===== config.mk =====
export PLATFORM = sky130hd
export DESIGN_NAME = tia_hm_top
export DESIGN_NICKNAME = d
export VERILOG_FILES = /design/src/hdl/tia_hm_pkg.sv /design/src/hdl/hm_bus_decode.sv /design/src/hdl/motion_registers.sv /design/src/hdl/object_position_counters.sv /design/src/hdl/tia_hm_top.sv
export VERILOG_INCLUDE_DIRS = /design/src /design/src/hdl
export SDC_FILE = /design/constraint.sdc
export NUM_CORES = 1
export LEC_CHECK = 0
export ABC_AREA = 1
export BUFFER_PORTS_ARGS = -buffer_cell sky130_fd_sc_hd__buf_2
export CORE_ASPECT_RATIO = 0.75
export CORE_MARGIN = 1
export CORE_UTILIZATION = 60
export DETAILED_ROUTE_END_ITERATION = 7
export PLACE_DENSITY = 0.82
export SLEW_MARGIN = 20
export SYNTH_ARGS = -nofsm -noshare
export SYNTH_HDL_FRONTEND = slang
export SYNTH_SLANG_ARGS = --single-unit
export TNS_END_PERCENT = 30

===== constraint.sdc =====
create_clock -name hphi -period 2.5 [get_ports hphi]
set_input_delay 0.125 -clock hphi [delete_from_list [all_inputs] [get_ports hphi]]
set_output_delay 0.125 -clock hphi [all_outputs]
set_load 0.02 [all_outputs]

===== src/hdl/tia_hm_defs.svh =====
`ifndef TIA_HM_DEFS_SVH
`define TIA_HM_DEFS_SVH

// bus
`define HM_ADDR_W 6
`define HM_DATA_W 8

// object positions
`define HM_POS_W 8
`define HM_LINE_PIXELS 160  // visible pixels per line
`define HM_NUM_OBJ 5        // p0 p1 m0 m1 bl

// hmove sequencing
`define HM_STEP_CLKS 4      // clocks per ripple step
`define HM_NUM_STEPS 16

`endif


===== src/hdl/tia_hm_pkg.sv =====
`include "tia_hm_defs.svh"

package tia_hm_pkg;

  // chip register addresses
  typedef enum logic [`HM_ADDR_W-1:0] {
    resp0 = 6'h10,
    resp1 = 6'h11,
    resm0 = 6'h12,
    resm1 = 6'h13,
    resbl = 6'h14,
    hmp0  = 6'h20,
    hmp1  = 6'h21,
    hmm0  = 6'h22,
    hmm1  = 6'h23,
    hmbl  = 6'h24,
    hmove = 6'h2A,
    hmclr = 6'h2B
  } tia_reg_e;

  typedef enum logic [2:0] {
    obj_p0,
    obj_p1,
    obj_m0,
    obj_m1,
    obj_bl
  } obj_e;

  typedef enum logic [1:0] {st_idle, st_wait, st_ack} bus_state_e;

endpackage


===== src/hdl/hm_bus_decode.sv =====
`timescale 1ns/1ps
`include "tia_hm_defs.svh"

module hm_bus_decode
  import tia_hm_pkg::*;
(
  input  logic                  hphi,
  input  logic                  rst_n,
  input  logic                  req,
  input  logic [`HM_ADDR_W-1:0] addr,
  input  logic [`HM_DATA_W-1:0] data,
  input  logic                  busy,
  output logic                  ack,
  output logic                  hm_wr,
  output obj_e                  hm_obj,
  output logic [3:0]            hm_val,
  output logic                  clr,
  output logic                  move_start,
  output logic                  res_wr,
  output obj_e                  res_obj,
  output logic [`HM_POS_W-1:0]  res_pos
);

  bus_state_e state;
  tia_reg_e   reg_sel;
  obj_e       obj_sel;
  logic       accept;

  assign reg_sel = tia_reg_e'(addr);
  assign accept  = (state == st_wait) && !busy;  // held off during hmove

  always_comb begin
    case (reg_sel)
      resp0, hmp0: obj_sel = obj_p0;
      resp1, hmp1: obj_sel = obj_p1;
      resm0, hmm0: obj_sel = obj_m0;
      resm1, hmm1: obj_sel = obj_m1;
      resbl, hmbl: obj_sel = obj_bl;
      default:     obj_sel = obj_p0;
    endcase
  end

  always_ff @(posedge hphi) begin
    if (!rst_n) begin
      state      <= st_idle;
      ack        <= 1'b0;
      hm_wr      <= 1'b0;
      clr        <= 1'b0;
      move_start <= 1'b0;
      res_wr     <= 1'b0;
    end else begin
      hm_wr      <= 1'b0;  // strobes last one cycle
      clr        <= 1'b0;
      move_start <= 1'b0;
      res_wr     <= 1'b0;
      case (state)
        st_idle: if (req) state <= st_wait;
        st_wait: if (accept) begin
          ack   <= 1'b1;
          state <= st_ack;
          case (reg_sel)
            resp0, resp1, resm0, resm1, resbl: res_wr <= 1'b1;
            hmp0, hmp1, hmm0, hmm1, hmbl:      hm_wr  <= 1'b1;
            hmove:   move_start <= 1'b1;
            hmclr:   clr        <= 1'b1;
            default: ;  // unknown address, ack only
          endcase
        end
        st_ack: if (!req) begin
          ack   <= 1'b0;
          state <= st_idle;
        end
        default: state <= st_idle;
      endcase
    end
  end

  // payload captured alongside the strobes
  always_ff @(posedge hphi) begin
    if (accept) begin
      hm_obj  <= obj_sel;
      res_obj <= obj_sel;
      hm_val  <= data[`HM_DATA_W-1 -: 4];  // d7..d4
      res_pos <= data[`HM_POS_W-1:0];
    end
  end

endmodule


===== src/hdl/motion_registers.sv =====
`timescale 1ns/1ps
`include "tia_hm_defs.svh"

module motion_registers
  import tia_hm_pkg::*;
(
  input  logic                   hphi,
  input  logic                   rst_n,
  input  logic                   hm_wr,
  input  obj_e                   hm_obj,
  input  logic [3:0]             hm_val,
  input  logic                   clr,
  input  logic                   move_start,
  output logic                   busy,
  output logic [`HM_NUM_OBJ-1:0] pulse
);

  localparam int CNT_W  = $clog2(`HM_STEP_CLKS);
  localparam int STEP_W = $clog2(`HM_NUM_STEPS);

  localparam logic [CNT_W-1:0]  LAST_CLK  = CNT_W'(`HM_STEP_CLKS - 1);
  localparam logic [STEP_W-1:0] LAST_STEP = STEP_W'(`HM_NUM_STEPS - 1);

  logic [3:0]        motion [`HM_NUM_OBJ];  // signed nibbles, two's complement
  logic [CNT_W-1:0]  clk_cnt;
  logic [STEP_W-1:0] step;                  // ripple counter
  logic              step_now;

  assign step_now = busy && (clk_cnt == LAST_CLK);

  // motion value storage
  always_ff @(posedge hphi) begin
    if (!rst_n) begin
      for (int i = 0; i < `HM_NUM_OBJ; i++) begin
        motion[i] <= 4'd0;
      end
    end else if (clr) begin
      for (int i = 0; i < `HM_NUM_OBJ; i++) begin
        motion[i] <= 4'd0;
      end
    end else if (hm_wr) begin
      motion[int'(hm_obj)] <= hm_val;
    end
  end

  // clock-divided step counter, 64 busy cycles in all
  always_ff @(posedge hphi) begin
    if (!rst_n) begin
      busy    <= 1'b0;
      clk_cnt <= '0;
      step    <= '0;
    end else if (move_start) begin
      busy    <= 1'b1;
      clk_cnt <= '0;
      step    <= '0;
    end else if (busy) begin
      clk_cnt <= clk_cnt + 1'b1;
      if (step_now) begin
        step <= step + 1'b1;
        if (step == LAST_STEP) begin
          busy <= 1'b0;
        end
      end
    end
  end

  // comparison stays open while step < value ^ 8
  always_comb begin
    for (int i = 0; i < `HM_NUM_OBJ; i++) begin
      pulse[i] = step_now && (step < (motion[i] ^ 4'b1000));
    end
  end

endmodule


===== src/hdl/object_position_counters.sv =====
`timescale 1ns/1ps
`include "tia_hm_defs.svh"

module object_position_counters
  import tia_hm_pkg::*;
(
  input  logic                   hphi,
  input  logic                   rst_n,
  input  logic                   res_wr,
  input  obj_e                   res_obj,
  input  logic [`HM_POS_W-1:0]   res_pos,
  input  logic                   move_start,
  input  logic [`HM_NUM_OBJ-1:0] pulse,
  output logic [`HM_POS_W-1:0]   p0_pos,
  output logic [`HM_POS_W-1:0]   p1_pos,
  output logic [`HM_POS_W-1:0]   m0_pos,
  output logic [`HM_POS_W-1:0]   m1_pos,
  output logic [`HM_POS_W-1:0]   bl_pos
);

  localparam logic [`HM_POS_W-1:0] LINE = `HM_LINE_PIXELS;

  logic [`HM_POS_W-1:0] pos [`HM_NUM_OBJ];

  // single subtract is enough for 0..255
  function automatic logic [`HM_POS_W-1:0] wrap_line(input logic [`HM_POS_W-1:0] v);
    return (v >= LINE) ? v - LINE : v;
  endfunction

  always_ff @(posedge hphi) begin
    if (!rst_n) begin
      for (int i = 0; i < `HM_NUM_OBJ; i++) begin
        pos[i] <= '0;
      end
    end else begin
      for (int i = 0; i < `HM_NUM_OBJ; i++) begin
        if (res_wr && (int'(res_obj) == i)) begin
          pos[i] <= wrap_line(res_pos);
        end else if (move_start) begin
          pos[i] <= wrap_line(pos[i] + `HM_POS_W'(8));  // clocks lost in blank
        end else if (pulse[i]) begin
          pos[i] <= (pos[i] == '0) ? LINE - 1'b1 : pos[i] - 1'b1;  // one pixel left
        end
      end
    end
  end

  assign p0_pos = pos[int'(obj_p0)];
  assign p1_pos = pos[int'(obj_p1)];
  assign m0_pos = pos[int'(obj_m0)];
  assign m1_pos = pos[int'(obj_m1)];
  assign bl_pos = pos[int'(obj_bl)];

endmodule


===== src/hdl/tia_hm_top.sv =====
`timescale 1ns/1ps
`include "tia_hm_defs.svh"

module tia_hm_top
  import tia_hm_pkg::*;
(
  input  logic                  hphi,
  input  logic                  rst_n,
  input  logic                  req,
  input  logic [`HM_ADDR_W-1:0] addr,
  input  logic [`HM_DATA_W-1:0] data,
  output logic                  ack,
  output logic                  busy,
  output logic [`HM_POS_W-1:0]  p0_pos,
  output logic [`HM_POS_W-1:0]  p1_pos,
  output logic [`HM_POS_W-1:0]  m0_pos,
  output logic [`HM_POS_W-1:0]  m1_pos,
  output logic [`HM_POS_W-1:0]  bl_pos
);

  logic                   hm_wr;
  obj_e                   hm_obj;
  logic [3:0]             hm_val;
  logic                   clr;
  logic                   move_start;  // also feeds the +8 in the counters
  logic                   res_wr;
  obj_e                   res_obj;
  logic [`HM_POS_W-1:0]   res_pos;
  logic [`HM_NUM_OBJ-1:0] pulse;

  hm_bus_decode i_decode (
    .hphi(hphi), .rst_n(rst_n), .req(req), .addr(addr), .data(data), .busy(busy),
    .ack(ack), .hm_wr(hm_wr), .hm_obj(hm_obj), .hm_val(hm_val), .clr(clr),
    .move_start(move_start), .res_wr(res_wr), .res_obj(res_obj), .res_pos(res_pos)
  );

  motion_registers i_motion (
    .hphi(hphi), .rst_n(rst_n), .hm_wr(hm_wr), .hm_obj(hm_obj), .hm_val(hm_val),
    .clr(clr), .move_start(move_start), .busy(busy), .pulse(pulse)
  );

  object_position_counters i_pos (
    .hphi(hphi), .rst_n(rst_n), .res_wr(res_wr), .res_obj(res_obj),
    .res_pos(res_pos), .move_start(move_start), .pulse(pulse),
    .p0_pos(p0_pos), .p1_pos(p1_pos), .m0_pos(m0_pos), .m1_pos(m1_pos),
    .bl_pos(bl_pos)
  );

endmodule


; Word-level counts from Yosys, hierarchy flattened
; Memory sizes are Yosys's and may differ from the RTL's.
; Cells that the tools add are included.
; W data, S select, Z words.
[totals]
ff_bits = 29
mem_bits_rw = 60
input_bits = 17
output_inout_bits = 42
wordCells = 239
n_memories = 2
[mem_list]
columns = memory, words, width, rd, rd_clocked_by_memory_dff, wr, line_no
row1 = i_pos.pos, 5, 8, 5, 0, 5, object_position_counters.sv:23  ; logic [`HM_POS_W-1:0] pos [`HM_NUM_OBJ];
row2 = i_motion.motion, 5, 4, 5, 0, 5, motion_registers.sv:24  ; logic [3:0] motion [`HM_NUM_OBJ];
[op_classes]
addsub = 18
n_lt_le_gt_ge = 11
n_eq_ne = 23
mux = 114
n_bitwise = 26
reduce_logical = 33
[op_table]
columns = op, n
row1 = $mux W8, 26
row2 = $mux W1, 75
row3 = $ge A8 B8 Y1 const B, 6
row4 = $sub A8 B8 Y8 const B, 6
row5 = $eq A6 B6 Y1 const B, 7
row6 = $add A8 B4 Y8 const B, 5
row7 = $logic_not A8 Y1, 5
row8 = $sub A8 B1 Y8 const B, 5
row9 = $eq A6 B5 Y1 const B, 5
row10 = $mux W4, 6
row11 = $lt A4 B4 Y1, 5
row12 = $or A1 B1 Y1, 20
row13 = $logic_and A1 B1 Y1, 12
row14 = $pmux W3 S4, 1
row15 = $reduce_or A2 Y1, 5
row16 = $reduce_or A5 Y1, 2
row17 = $eq A3 B3 Y1 const B, 3
row18 = $reduce_and A3 Y1, 3
row19 = $mux W2, 3
row20 = $not A1 Y1, 6
row21 = $pmux W2 S3, 1
row22 = $add A4 B1 Y4 const B, 1
row23 = $eq A2 B2 Y1 const B, 2
row24 = $eq A4 B4 Y1 const B, 1
row25 = 13 further kinds, 14

; Longest topological paths before layout
; Gate-level depths: netlist of the first run.
[depth]
word_depth = 9
depth_mapped = 14
mapped_depth_nobuf = 13

; By module
; From an unflattened synthesis of the first run, not the netlist that was laid out.
[hier_totals]
hier_cells = 830
hier_area_um2 = 6129.6
[by_module_without_submodules]
columns = module, n_inst, cells_each, area_per_inst_um2, seq_area_each_um2
row1 = object_position_counters, 1, 594, 3888.7, 1201.2
row2 = motion_registers, 1, 171, 1519.0, 740.7
row3 = hm_bus_decode, 1, 65, 721.9, 470.5

; Least setup slack after synthesis of the first run
; No wires, ideal clock.
[synth_path]
path_kind = register -> register
from = reg i_motion.busy
to = mem i_pos.pos[1][0] (netlist name) (enable)
arrival_ps = 1521
required_ps = 2167
path_slack_ps = 646
path_stages_with_launch = 8
n_path_buf = 1
synth_period_minus_slack_ps = 1854
path_cell_list = dfxtp_1 > nand2_1 > inv_2 > nand2_4 > nor3b_2 > nand2_2 > buf_2 > a31oi_1
[synth_rtl]
columns = item, line_no
row1 = start: declaration, motion_registers.sv:14  ; output logic busy,
row2 = start signal: assignment, motion_registers.sv:49  ; busy <= 1'b0;
row3 = start signal: assignment, motion_registers.sv:53  ; busy <= 1'b1;
row4 = start signal: assignment, motion_registers.sv:61  ; busy <= 1'b0;
row5 = end: declaration, object_position_counters.sv:23

==> out/qor.yml, run 1 <==
status: "complete, no violations"
final_core_util_pct: 70.17
dpl.cell_count: 976
vias: 5542
worst_pin_slew_ps: 444.0
async_reset_ff_share_pct: 0
core_area_mm2: 0.009697
wl_um: 14500
start_util_pct: 61.81
dp_hpwl_um: 10770
antennaDiodeCount: 0
grt_max_degree: 41
path_buf_inv: 4
die_h_um: 88.56
pre_cts_ws_ps: 375.6
hold_viol: 0
clkLatencyLatePin_ps: 350
area_growth_pct: 13.53
grt_pass1_vias: 4992
min_path_type: "in -> reg"
setup_ws_ps: 314.4
grt_usage_pct: 29.05
post-route-drc-count: 0
finalSetupViolations: 0
synthTopCellsByCount: "nand2_1 (202), inv_1 (118), nor2_1 (88)"
max_slew_margin_pct: 70.19
cp_slowest_cell: "edfxtp_1"
clk_pin_slew_ps: 70
worst_ep_arrival_time_ps: 2400
crit_chain: "inv_2 -> nand3_1 -> nor2_1 -> inv_2 -> o21ai_1 -> inv_2 -> nand2_1 -> nor2_1 -> nand3_4 -> buf_4 -> nand2_1 -> nand2_1"
gp_congestion: 0.9522
postRouteAntennaNets: 0
post-route-min-period_ps: 2186
critPathTopFamily: "simple AND/OR/NAND/NOR gates"
ys_seq_area_share_pct: 40.25
synthesis.nets: 845
worstReg2RegStart: "i_decode.hm_obj[0]$_DFFE_PP_"
ir_worst_vdd_mv: 0.5257
synth_area_per_cell_um2: 7.586
synth-warning-count: 0
rsz0062_at_grt: "false"
overflow: 0
cts-buffers-inserted: 9
clockRootBuffer: "clkbuf_16"
grt_pass1_wl_um: 23530
slew_violations: 0
layout.nets: 919
ioPinCount: 59
path_max_fanout: 40
hp-start: "req"
finalInstanceArea_mm2: 0.006804
synth_area_leader_cell: "edfxtp_1"
num_rows: 31
fmax_mhz: 457.5
synth_top_cell_area_share_pct: 35.57
cts_num_sinks: 85
wl_per_cell_um: 14.48
cts_tree: "yes"
cts_resized: 0
portBuffers: 58
die_x_um: 117.4
antenna_found_initial: 0
netlist_instances: 790
max_stage_delay_ps: 500
leakage_uw: 0.003429
tns_ps: 0
finalCritPeriodShare_pct: 87.43
synth_edf_count: 71
drive_gt1_share_pct: 14.38
post_cts_buffers: 0
cp.required_ps: 2720
finalNonFillerCells: 1001
clockBufferDepth: 2
synthTopCellsByArea: "edfxtp_1 (36%), nand2_1 (13%), ha_1 (7.9%)"
crit_path_end_kind: "flip-flop"
timing_worst_setup_path_type: "reg -> reg"
synth.cell_area_mm2: 0.005993
startpoint_type: "flip-flop"
fin_worst_skew_ps: 11.38
placed_area_mm2: 0.006425
htreeDepth: 3
vias_per_cell: 5.536
first_iter_violations: 561
die-area_mm2: 0.01040
cp-startpoint: "i_decode.hm_obj[0]$_DFFE_PP_"
cap_violations: 0
ys_ff_latch: 85
first_pass_iters: 5
synth_cell_type_count: 40
yosysMostFrequentCell: "nand2_1"
synth_ff_type: "edfxtp_1"
powerDensity_mw_per_mm2: 493.4
==> cells in the final DEF, fill, tap and decap left out, types with 2 or more instances in the layout <==
cell | synthesis | layout
nor3b_2 | 3 | 3
clkinv_1 | 2 | 2
edfxtp_1 | 71 | 71
inv_6 | 0 | 2
xnor2_1 | 11 | 11
nand3b_1 | 4 | 4
xor2_1 | 24 | 24
nand2_1 | 202 | 202
buf_4 | 1 | 8
inv_1 | 118 | 118
nor4_1 | 2 | 2
nand3_1 | 56 | 56
a31oi_1 | 5 | 5
a21oi_1 | 10 | 10
o211ai_1 | 2 | 2
nand2_2 | 10 | 10
or2_2 | 7 | 7
inv_2 | 16 | 16
nand4_1 | 10 | 10
dfxtp_1 | 14 | 14
ha_1 | 38 | 38
dlygate4sd3_1 | 0 | 9
clkinvlp_4 | 0 | 2
inv_8 | 0 | 2
nor3_2 | 2 | 2
nor2_1 | 88 | 88
o21ai_0 | 58 | 58
buf_2 | 4 | 58
nor3_1 | 12 | 12
clkbuf_16 | 0 | 9
==> where the power goes <==
group / internal (µW) / leakage (µW) / switching, µW
sequential: 1590 / 0.000835 / 61.2
clock: 696 / 0.000136 / 606
combinational: 143 / 0.00246 / 262
==> flip-flops by register name (all words and copies together), names as in the netlist <==
signal / cells
i_decode.res_pos: 8
i_pos.pos: 40
i_motion.motion: 20
i_motion.clk_cnt: 2
i_decode.res_wr: 1
i_decode.hm_wr: 1
i_decode.hm_obj: 3
i_decode.clr: 1
i_decode.state: 2
i_motion.step: 4
i_decode.move_start: 1
i_decode.ack: 1
i_motion.busy: 1
==> through the flow <==
step	hold slack (ps)	total power (µW)
2_1_floorplan	197.4	1932
3_3_place_gp	301.6	2043
3_5_place_dp	305.0	2062
4_1_cts	52.98	3341
5_1_grt	50.36	3468
6_report	57.19	3357
==> layer usage <==
layer  GRT usage (%)  vias to the layer above  routed length (µm)
met2           48.36                      281                6584
met5               0                        -                   0
li1                -                     2699                   -
met1           38.63                     2526                6221
met4           10.04                        0                 301
met3           5.541                       36                1392
==> worst min-delay path, cell delays in order <==
cell     delay [ps]
buf_2           110
nand2_1          60
o31ai_1          50
==> repair_timing <==
| item | 4_1_cts | 5_1_grt |
|---|---|---|
| endpoints found under the setup margin | 0 | 0 |
| hold buffers | 9 | 0 |
| endpoints found under the hold margin | 9 | 0 |
==> area by class of cell <==
cell class	instances	area (µm²)
Multi-Input combinational cell	557	2987
Fill cell	759	2893
Sequential cell	85	2412
Inverter	136	510.5
Timing Repair Buffer	75	440.4
Clock buffer	9	225.2
Tap cell	132	165.2
Clock inverter	7	63.81
==> final timing paths <==
check	to	slack [ps]	cells past startpoint
worst min-delay path	i_decode.state[1]$_SDFFE_PN0P_	60	3
worst min register to register	i_motion.clk_cnt[1]$_SDFFE_PP0P_	480	2
worst max-delay path	i_pos.pos[4][6]$_DFFE_PP_	310	12
worst max register to register	i_pos.pos[4][6]$_DFFE_PP_	310	12
==> kinds of logic after synthesis <==
kind of cell / after synthesis / share of synthesized area [%]
AO/OA/AOI/OAI: 81 / 7.244
XOR/XNOR: 35 / 5.115
adder cells (fa/ha/maj): 38 / 7.933
buffers and inverters: 148 / 9.916
flip-flops: 85 / 40.25
AND/OR/NAND/NOR: 403 / 29.54
(Power assumes the default switching activity.)
==> inputs of run 2 (changes only) <==
--- a/config.mk
+++ b/config.mk
@@ -12,7 +12,9 @@
 export CORE_MARGIN = 1
 export CORE_UTILIZATION = 60
 export DETAILED_ROUTE_END_ITERATION = 7
+export HOLD_SLACK_MARGIN = 0.05
 export PLACE_DENSITY = 0.82
+export REMOVE_ABC_BUFFERS = 1
 export SLEW_MARGIN = 20
 export SYNTH_ARGS = -nofsm -noshare
 export SYNTH_HDL_FRONTEND = slang
==> out/qor.yml, run 2 (synthesis results as in run 1) <==
clockBufferDepth: 2  # unchanged
cts_num_sinks: 85  # unchanged
dp_hpwl_um: 10800  # +0.31%
met1_usage_pct: 38.62  # about the same
crit_top_cell: "nand2_1"
hold_viol: 0  # unchanged
ioPinCount: 59  # unchanged
layout.nets: 916  # -0.33%
max_slew_margin_pct: 70.02  # -0.16 points
final_cell_mix: "nand2_1 (202), inv_1 (118), nor2_1 (88)"
die_h_um: 88.56  # unchanged
top_regs: "i_pos.pos (40), i_motion.motion (20), i_decode.res_pos (8)"
antennaDiodeCount: 0  # unchanged
path_max_fanout: 24  # -40%
fmax_mhz: 443.7  # -3.0%
crit_chain: "inv_2 -> nand4_1 -> nor3b_2 -> nand2_2 -> nand2_1 -> nor2_2 -> nand3_4 -> buf_4 -> nand2_1 -> inv_1"
finalCritPeriodShare_pct: 90.15  # +2.7 points
die_x_um: 117.4  # unchanged
htreeDepth: 3  # unchanged
postRouteAntennaNets: 0  # unchanged
max_stage_delay_ps: 480  # -20 ps
clockRootBuffer: "clkbuf_16"
internal-power_uw: 2552  # +5.1%
min_path_type: "in -> reg"
powerDensity_mw_per_mm2: 504.9  # +2.3%
overflow: 0  # unchanged
start_util_pct: 61.81  # unchanged
cts_tree: "yes"
grt_max_degree: 25  # -39%
status: "complete, no violations"
clkPwrFrac_pct: 40.1  # +1.3 points
slew_violations: 0  # unchanged
worst_pin_slew_ps: 449.6  # +5.607 ps
die-area_mm2: 0.01040  # unchanged
first_iter_violations: 454  # -19%
post_cts_buffers: 0  # unchanged
core_area_mm2: 0.009697  # unchanged
cp_slowest_cell: "edfxtp_1"
first_pass_iters: 5  # unchanged
p_seq_share_pct: 48.0  # -1.1 points
top_usage_layer: "met2"
power_uw: 3436  # +2.4%
grt_pass1_vias: 5096  # +2.1%
gr-usage-met2_pct: 47.93  # -0.43 points
gp_congestion: 0.9643  # +1.3%
cp.required_ps: 2600  # -120 ps
vias: 5502  # -0.72%
post-route-drc-count: 0  # unchanged
tns_ps: 0  # unchanged
pwr-share-comb_pct: 11.9  # -0.2 points
nFillCells: 735  # -3.2%
leakage_uw: 0.003439  # +0.29%
switchingPower_uw: 884.1  # -4.9%
finalSetupViolations: 0  # unchanged
largest_reg_flops: 40  # unchanged
clk_pin_slew_ps: 60  # about the same
switching_share_pct: 25.73  # -2.0 points
antenna_found_initial: 0  # unchanged
top_register: "i_pos.pos"
clkLatencyLatePin_ps: 340  # about the same
grt_pass1_wl_um: 23860  # +1.4%
layout_commonest_cell: "nand2_1"
cts-buffers-inserted: 9  # unchanged
wl_per_cell_um: 14.68  # +1.4%
crit_path_end_kind: "flip-flop"
startpoint_type: "flip-flop"
wl_um: 14660  # +1.1%
ir_worst_vdd_mv: 0.5296  # +0.74%
post-route-min-period_ps: 2254  # +68.09 ps
setup_ws_ps: 246.3  # -68.09 ps
fin_worst_skew_ps: 6.159  # -5.222 ps
num_rows: 31  # unchanged
rsz0062_at_grt: "false"
portBuffers: 58  # unchanged
area_growth_pct: 13.55  # about the same
grt_usage_pct: 29.28  # +0.23 points
cap_violations: 0  # unchanged
pre_cts_ws_ps: 275.7  # -99.93 ps
timing_worst_setup_path_type: "reg -> reg"
met3_usage_pct: 6.443  # +0.90 points
vias_per_cell: 5.513  # -0.42%
worst_ep_arrival_time_ps: 2360  # -40 ps
drive_gt1_share_pct: 14.09  # -0.30 points
final_core_util_pct: 70.18  # about the same
## run 2: cell count changes in the layout (fill, tap and decap cells not counted), sizes merged
cell,delta
buf,-3
clkbuf,+4
clkinv,-1
clkinvlp,-2
inv,-1
## run 2: per-layer routing
| layer | wire (µm) | part of all wire [%] |
|---|---|---|
| met1 | 6400 | 44 |
| met2 | 6776 | 46 |
| met3 | 1213 | 8.3 |
| met4 | 264 | 1.8 |
| met5 | 0 | 0 |
## run 2: repair_timing
action | CTS | global route
gates resized for setup | 0 | 0
hold endpoints to repair | 10 | 0
hold buffers | 9 | 0
## run 2: final cells by class
class	instances	area, µm²	area share, %
Inverter	136	510.5	7.501
Timing Repair Buffer	72	417.9	6.141
Clock inverter	3	21.27	0.3126
Clock buffer	13	291.5	4.284
Multi-Input combinational cell	557	2987	43.89
Sequential cell	85	2412	35.45
Tap cell	132	165.2	2.427
## run 2: power groups by stage
stage               logic, µW  registers [µW]  clock network (µW)
floorplan                 234            1690                   0
global placement          369            1670                   0
detailed placement        385            1680                   0
CTS                       401            1650                1390
global route              454            1650                1450
finish                    407            1650                1380
## run 2: final timing paths
path | from | end | slack (ps) | depth (start not counted)
min reg2reg | i_motion.clk_cnt[1]$_SDFFE_PP0P_ | i_motion.clk_cnt[1]$_SDFFE_PP0P_ | 470 | 2
max reg2reg | i_decode.hm_obj[0]$_DFFE_PP_ | i_pos.pos[1][3]$_SDFFCE_PP0P_ | 250 | 10
max | i_decode.hm_obj[0]$_DFFE_PP_ | i_pos.pos[1][3]$_SDFFCE_PP0P_ | 250 | 10
min | req | i_decode.state[1]$_SDFFE_PN0P_ | 70 | 3
## run 2: through the flow
step | area (µm²) | hold WS, ps | std cells
after floorplan | 5909 | 197.4 | 778
after global placement | 6402 | 301.5 | 973
after detailed placement | 6402 | 304.6 | 973
after CTS | 6805 | 65.45 | 998
after global routing | 6805 | 70.43 | 998
final | 6805 | 67.86 | 998
## run 2: critical path, delay by kind of cell (launching register included)
kind | cells | cell delay (ps)
and+or+nand+nor | 7 | 1130
DFF | 1 | 480
buffers and inverters | 3 | 410
==> inputs of run 3 (changes only) <==
--- a/config.mk
+++ b/config.mk
@@ -13,6 +13,7 @@
 export CORE_UTILIZATION = 60
 export DETAILED_ROUTE_END_ITERATION = 7
 export HOLD_SLACK_MARGIN = 0.05
+export MAX_ROUTING_LAYER = met4
 export PLACE_DENSITY = 0.82
 export REMOVE_ABC_BUFFERS = 1
 export SLEW_MARGIN = 20
==> out/qor.yml, run 3 (synthesis results as in run 1) <==
worstReg2RegStart: "i_decode.hm_obj[2]$_DFFE_PP_"
finalCritPeriodShare_pct: 87.63  # -2.5 points
fin_worst_skew_ps: 6.231  # +0.07192 ps
drive_gt1_share_pct: 14.19  # +0.099 points
die-area_mm2: 0.01040  # unchanged
core_area_mm2: 0.009697  # unchanged
overflow: 0  # unchanged
post-route-drc-count: 0  # unchanged
clkPwrFrac_pct: 40.4  # +0.3 points
first_iter_violations: 602  # +33%
die_x_um: 117.4  # unchanged
clkLatencyLatePin_ps: 350  # about the same
grt_max_degree: 37  # +48%
multi_input_area_mm2: 0.002987  # unchanged
cts_num_sinks: 85  # unchanged
clk_pin_slew_ps: 70  # about the same
top_register: "i_pos.pos"
area_growth_pct: 13.76
cp.required_ps: 2600  # about the same
top_regs: "i_pos.pos (40), i_motion.motion (20), i_decode.res_pos (8)"
final_cell_mix: "nand2_1 (202), inv_1 (118), nor2_1 (88)"
switchingPower_uw: 935.3  # +5.8%
gp_congestion: 0.9461  # -1.9%
antennaDiodeCount: 0  # unchanged
placed_area_mm2: 0.006422  # +0.31%
cts_tree: "yes"
worst_ep_arrival_time_ps: 2290  # -70 ps
pwr-share-comb_pct: 11.8  # about the same
start_util_pct: 61.81  # unchanged
grt_usage_pct: 30.87  # +1.6 points
hp-start: "req"
post_cts_buffers: 0  # unchanged
max_slew_margin_pct: 70.26  # +0.24 points
finalInstanceArea_mm2: 0.006818  # +0.18%
clockBufferDepth: 2  # unchanged
startpoint_type: "flip-flop"
htreeDepth: 3  # unchanged
grt_pass1_wl_um: 24210  # +1.4%
regArea_mm2: 0.002412  # unchanged
postRouteAntennaNets: 0  # unchanged
crit_top_cell: "nand2_1"
slew_violations: 0  # unchanged
powerDensity_mw_per_mm2: 507.0  # +0.42%
clockRootBuffer: "clkbuf_16"
nFillCells: 777  # +5.7%
min_path_type: "in -> reg"
die_h_um: 88.56  # unchanged
wl_um: 15170  # +3.5%
finalSetupViolations: 0  # unchanged
hold_viol: 0  # unchanged
leakage_uw: 0.003435  # -0.12%
ir_worst_vdd_mv: 0.3656  # -31%
cp_slowest_cell: "edfxtp_1"
status: "complete, no violations"
post-route-min-period_ps: 2191  # -63.05 ps
timing_worst_setup_path_type: "reg -> reg"
wl_per_cell_um: 15.18  # +3.4%
vias_per_cell: 5.570  # +1.0%
worst_pin_slew_ps: 446.1  # -3.545 ps
max_stage_delay_ps: 440  # -40 ps
vias: 5564  # +1.1%
crit_chain: "inv_2 -> nand4_1 -> nor3b_2 -> nand2_2 -> nand2_1 -> nor2_2 -> nand3_4 -> buf_12 -> nand2_1 -> nand2_1"
cp-startpoint: "i_decode.hm_obj[2]$_DFFE_PP_"
ioPinCount: 59  # unchanged
crit_path_end_kind: "flip-flop"
internal-power_uw: 2521  # -1.2%
layout.nets: 917  # +0.11%
portBuffers: 58  # unchanged
path_max_fanout: 36  # +50%
layout_commonest_cell: "nand2_1"
fmax_mhz: 456.5  # +2.9%
cts_hold_buf: 9  # unchanged
antenna_found_initial: 0  # unchanged
p_seq_share_pct: 47.8  # -0.2 points
dp_hpwl_um: 11000  # +1.9%
switching_share_pct: 27.06  # +1.3 points
largest_reg_flops: 40  # unchanged
cts_resized: 0  # unchanged
first_pass_iters: 6  # +1
rsz0062_at_grt: "false"
cap_violations: 0  # unchanged
cts-buffers-inserted: 9  # unchanged
tns_ps: 0  # unchanged
grt_pass1_vias: 5111  # +0.29%
num_rows: 31  # unchanged
-- run 3: routing by layer --
| layer | routed length [µm] | share of wire [%] | GRT usage (%) | vias up |
|---|---|---|---|---|
| met5 | 0 | 0 | - | - |
| met4 | 310 | 2.0 | 10.15 | 0 |
| met3 | 1259 | 8.3 | 5.606 | 34 |
| li1 | - | - | - | 2700 |
| met2 | 7144 | 47 | 50.62 | 266 |
| met1 | 6455 | 43 | 39.13 | 2564 |
-- run 3: worst paths after layout --
kind / to / slack, ps / depth (start not counted)
worst max-delay path: i_pos.pos[4][5]$_DFFE_PP_ / 310 / 10
worst min-delay path: i_decode.state[1]$_SDFFE_PN0P_ / 70 / 3
worst max register to register: i_pos.pos[4][5]$_DFFE_PP_ / 310 / 10
worst min register to register: i_motion.clk_cnt[1]$_SDFFE_PP0P_ / 480 / 2
-- run 3: layout make-up --
cell class	instances	share of cell area, %
Clock buffer	9	3.303
Clock inverter	7	1.175
Inverter	136	7.488
Multi-Input combinational cell	557	43.81
Sequential cell	85	35.38
Tap cell	132	2.422
Timing Repair Buffer	73	6.423
-- run 3: worst max-delay path: cells and delay by family (launching register included) --
| family | cells | cell delay [ps] |
|---|---|---|
| buf+inv | 2 | 360 |
| flops | 1 | 440 |
| simple gates | 8 | 1130 |
-- run 3: power groups by stage --
stage / Clock (µW) / Sequential [µW] / Combinational (µW)
global route: 1450 / 1660 / 452
global placement: 0 / 1670 / 369
floorplan: 0 / 1690 / 234
CTS: 1400 / 1650 / 401
finish: 1400 / 1650 / 409
detailed placement: 0 / 1680 / 385
-- run 3: through the flow --
step,cells,total power [µW],utilization [%],setup slack [ps],hold slack [ps]
2_1_floorplan,778,1925,-,509.7,197.4
3_3_place_gp,974,2042,66.23,455.1,300.9
3_5_place_dp,974,2064,66.23,387.0,303.1
4_1_cts,999,3445,70.31,370.5,59.37
5_1_grt,999,3555,70.31,177.4,68.68
6_report,999,3457,70.31,309.3,65.65
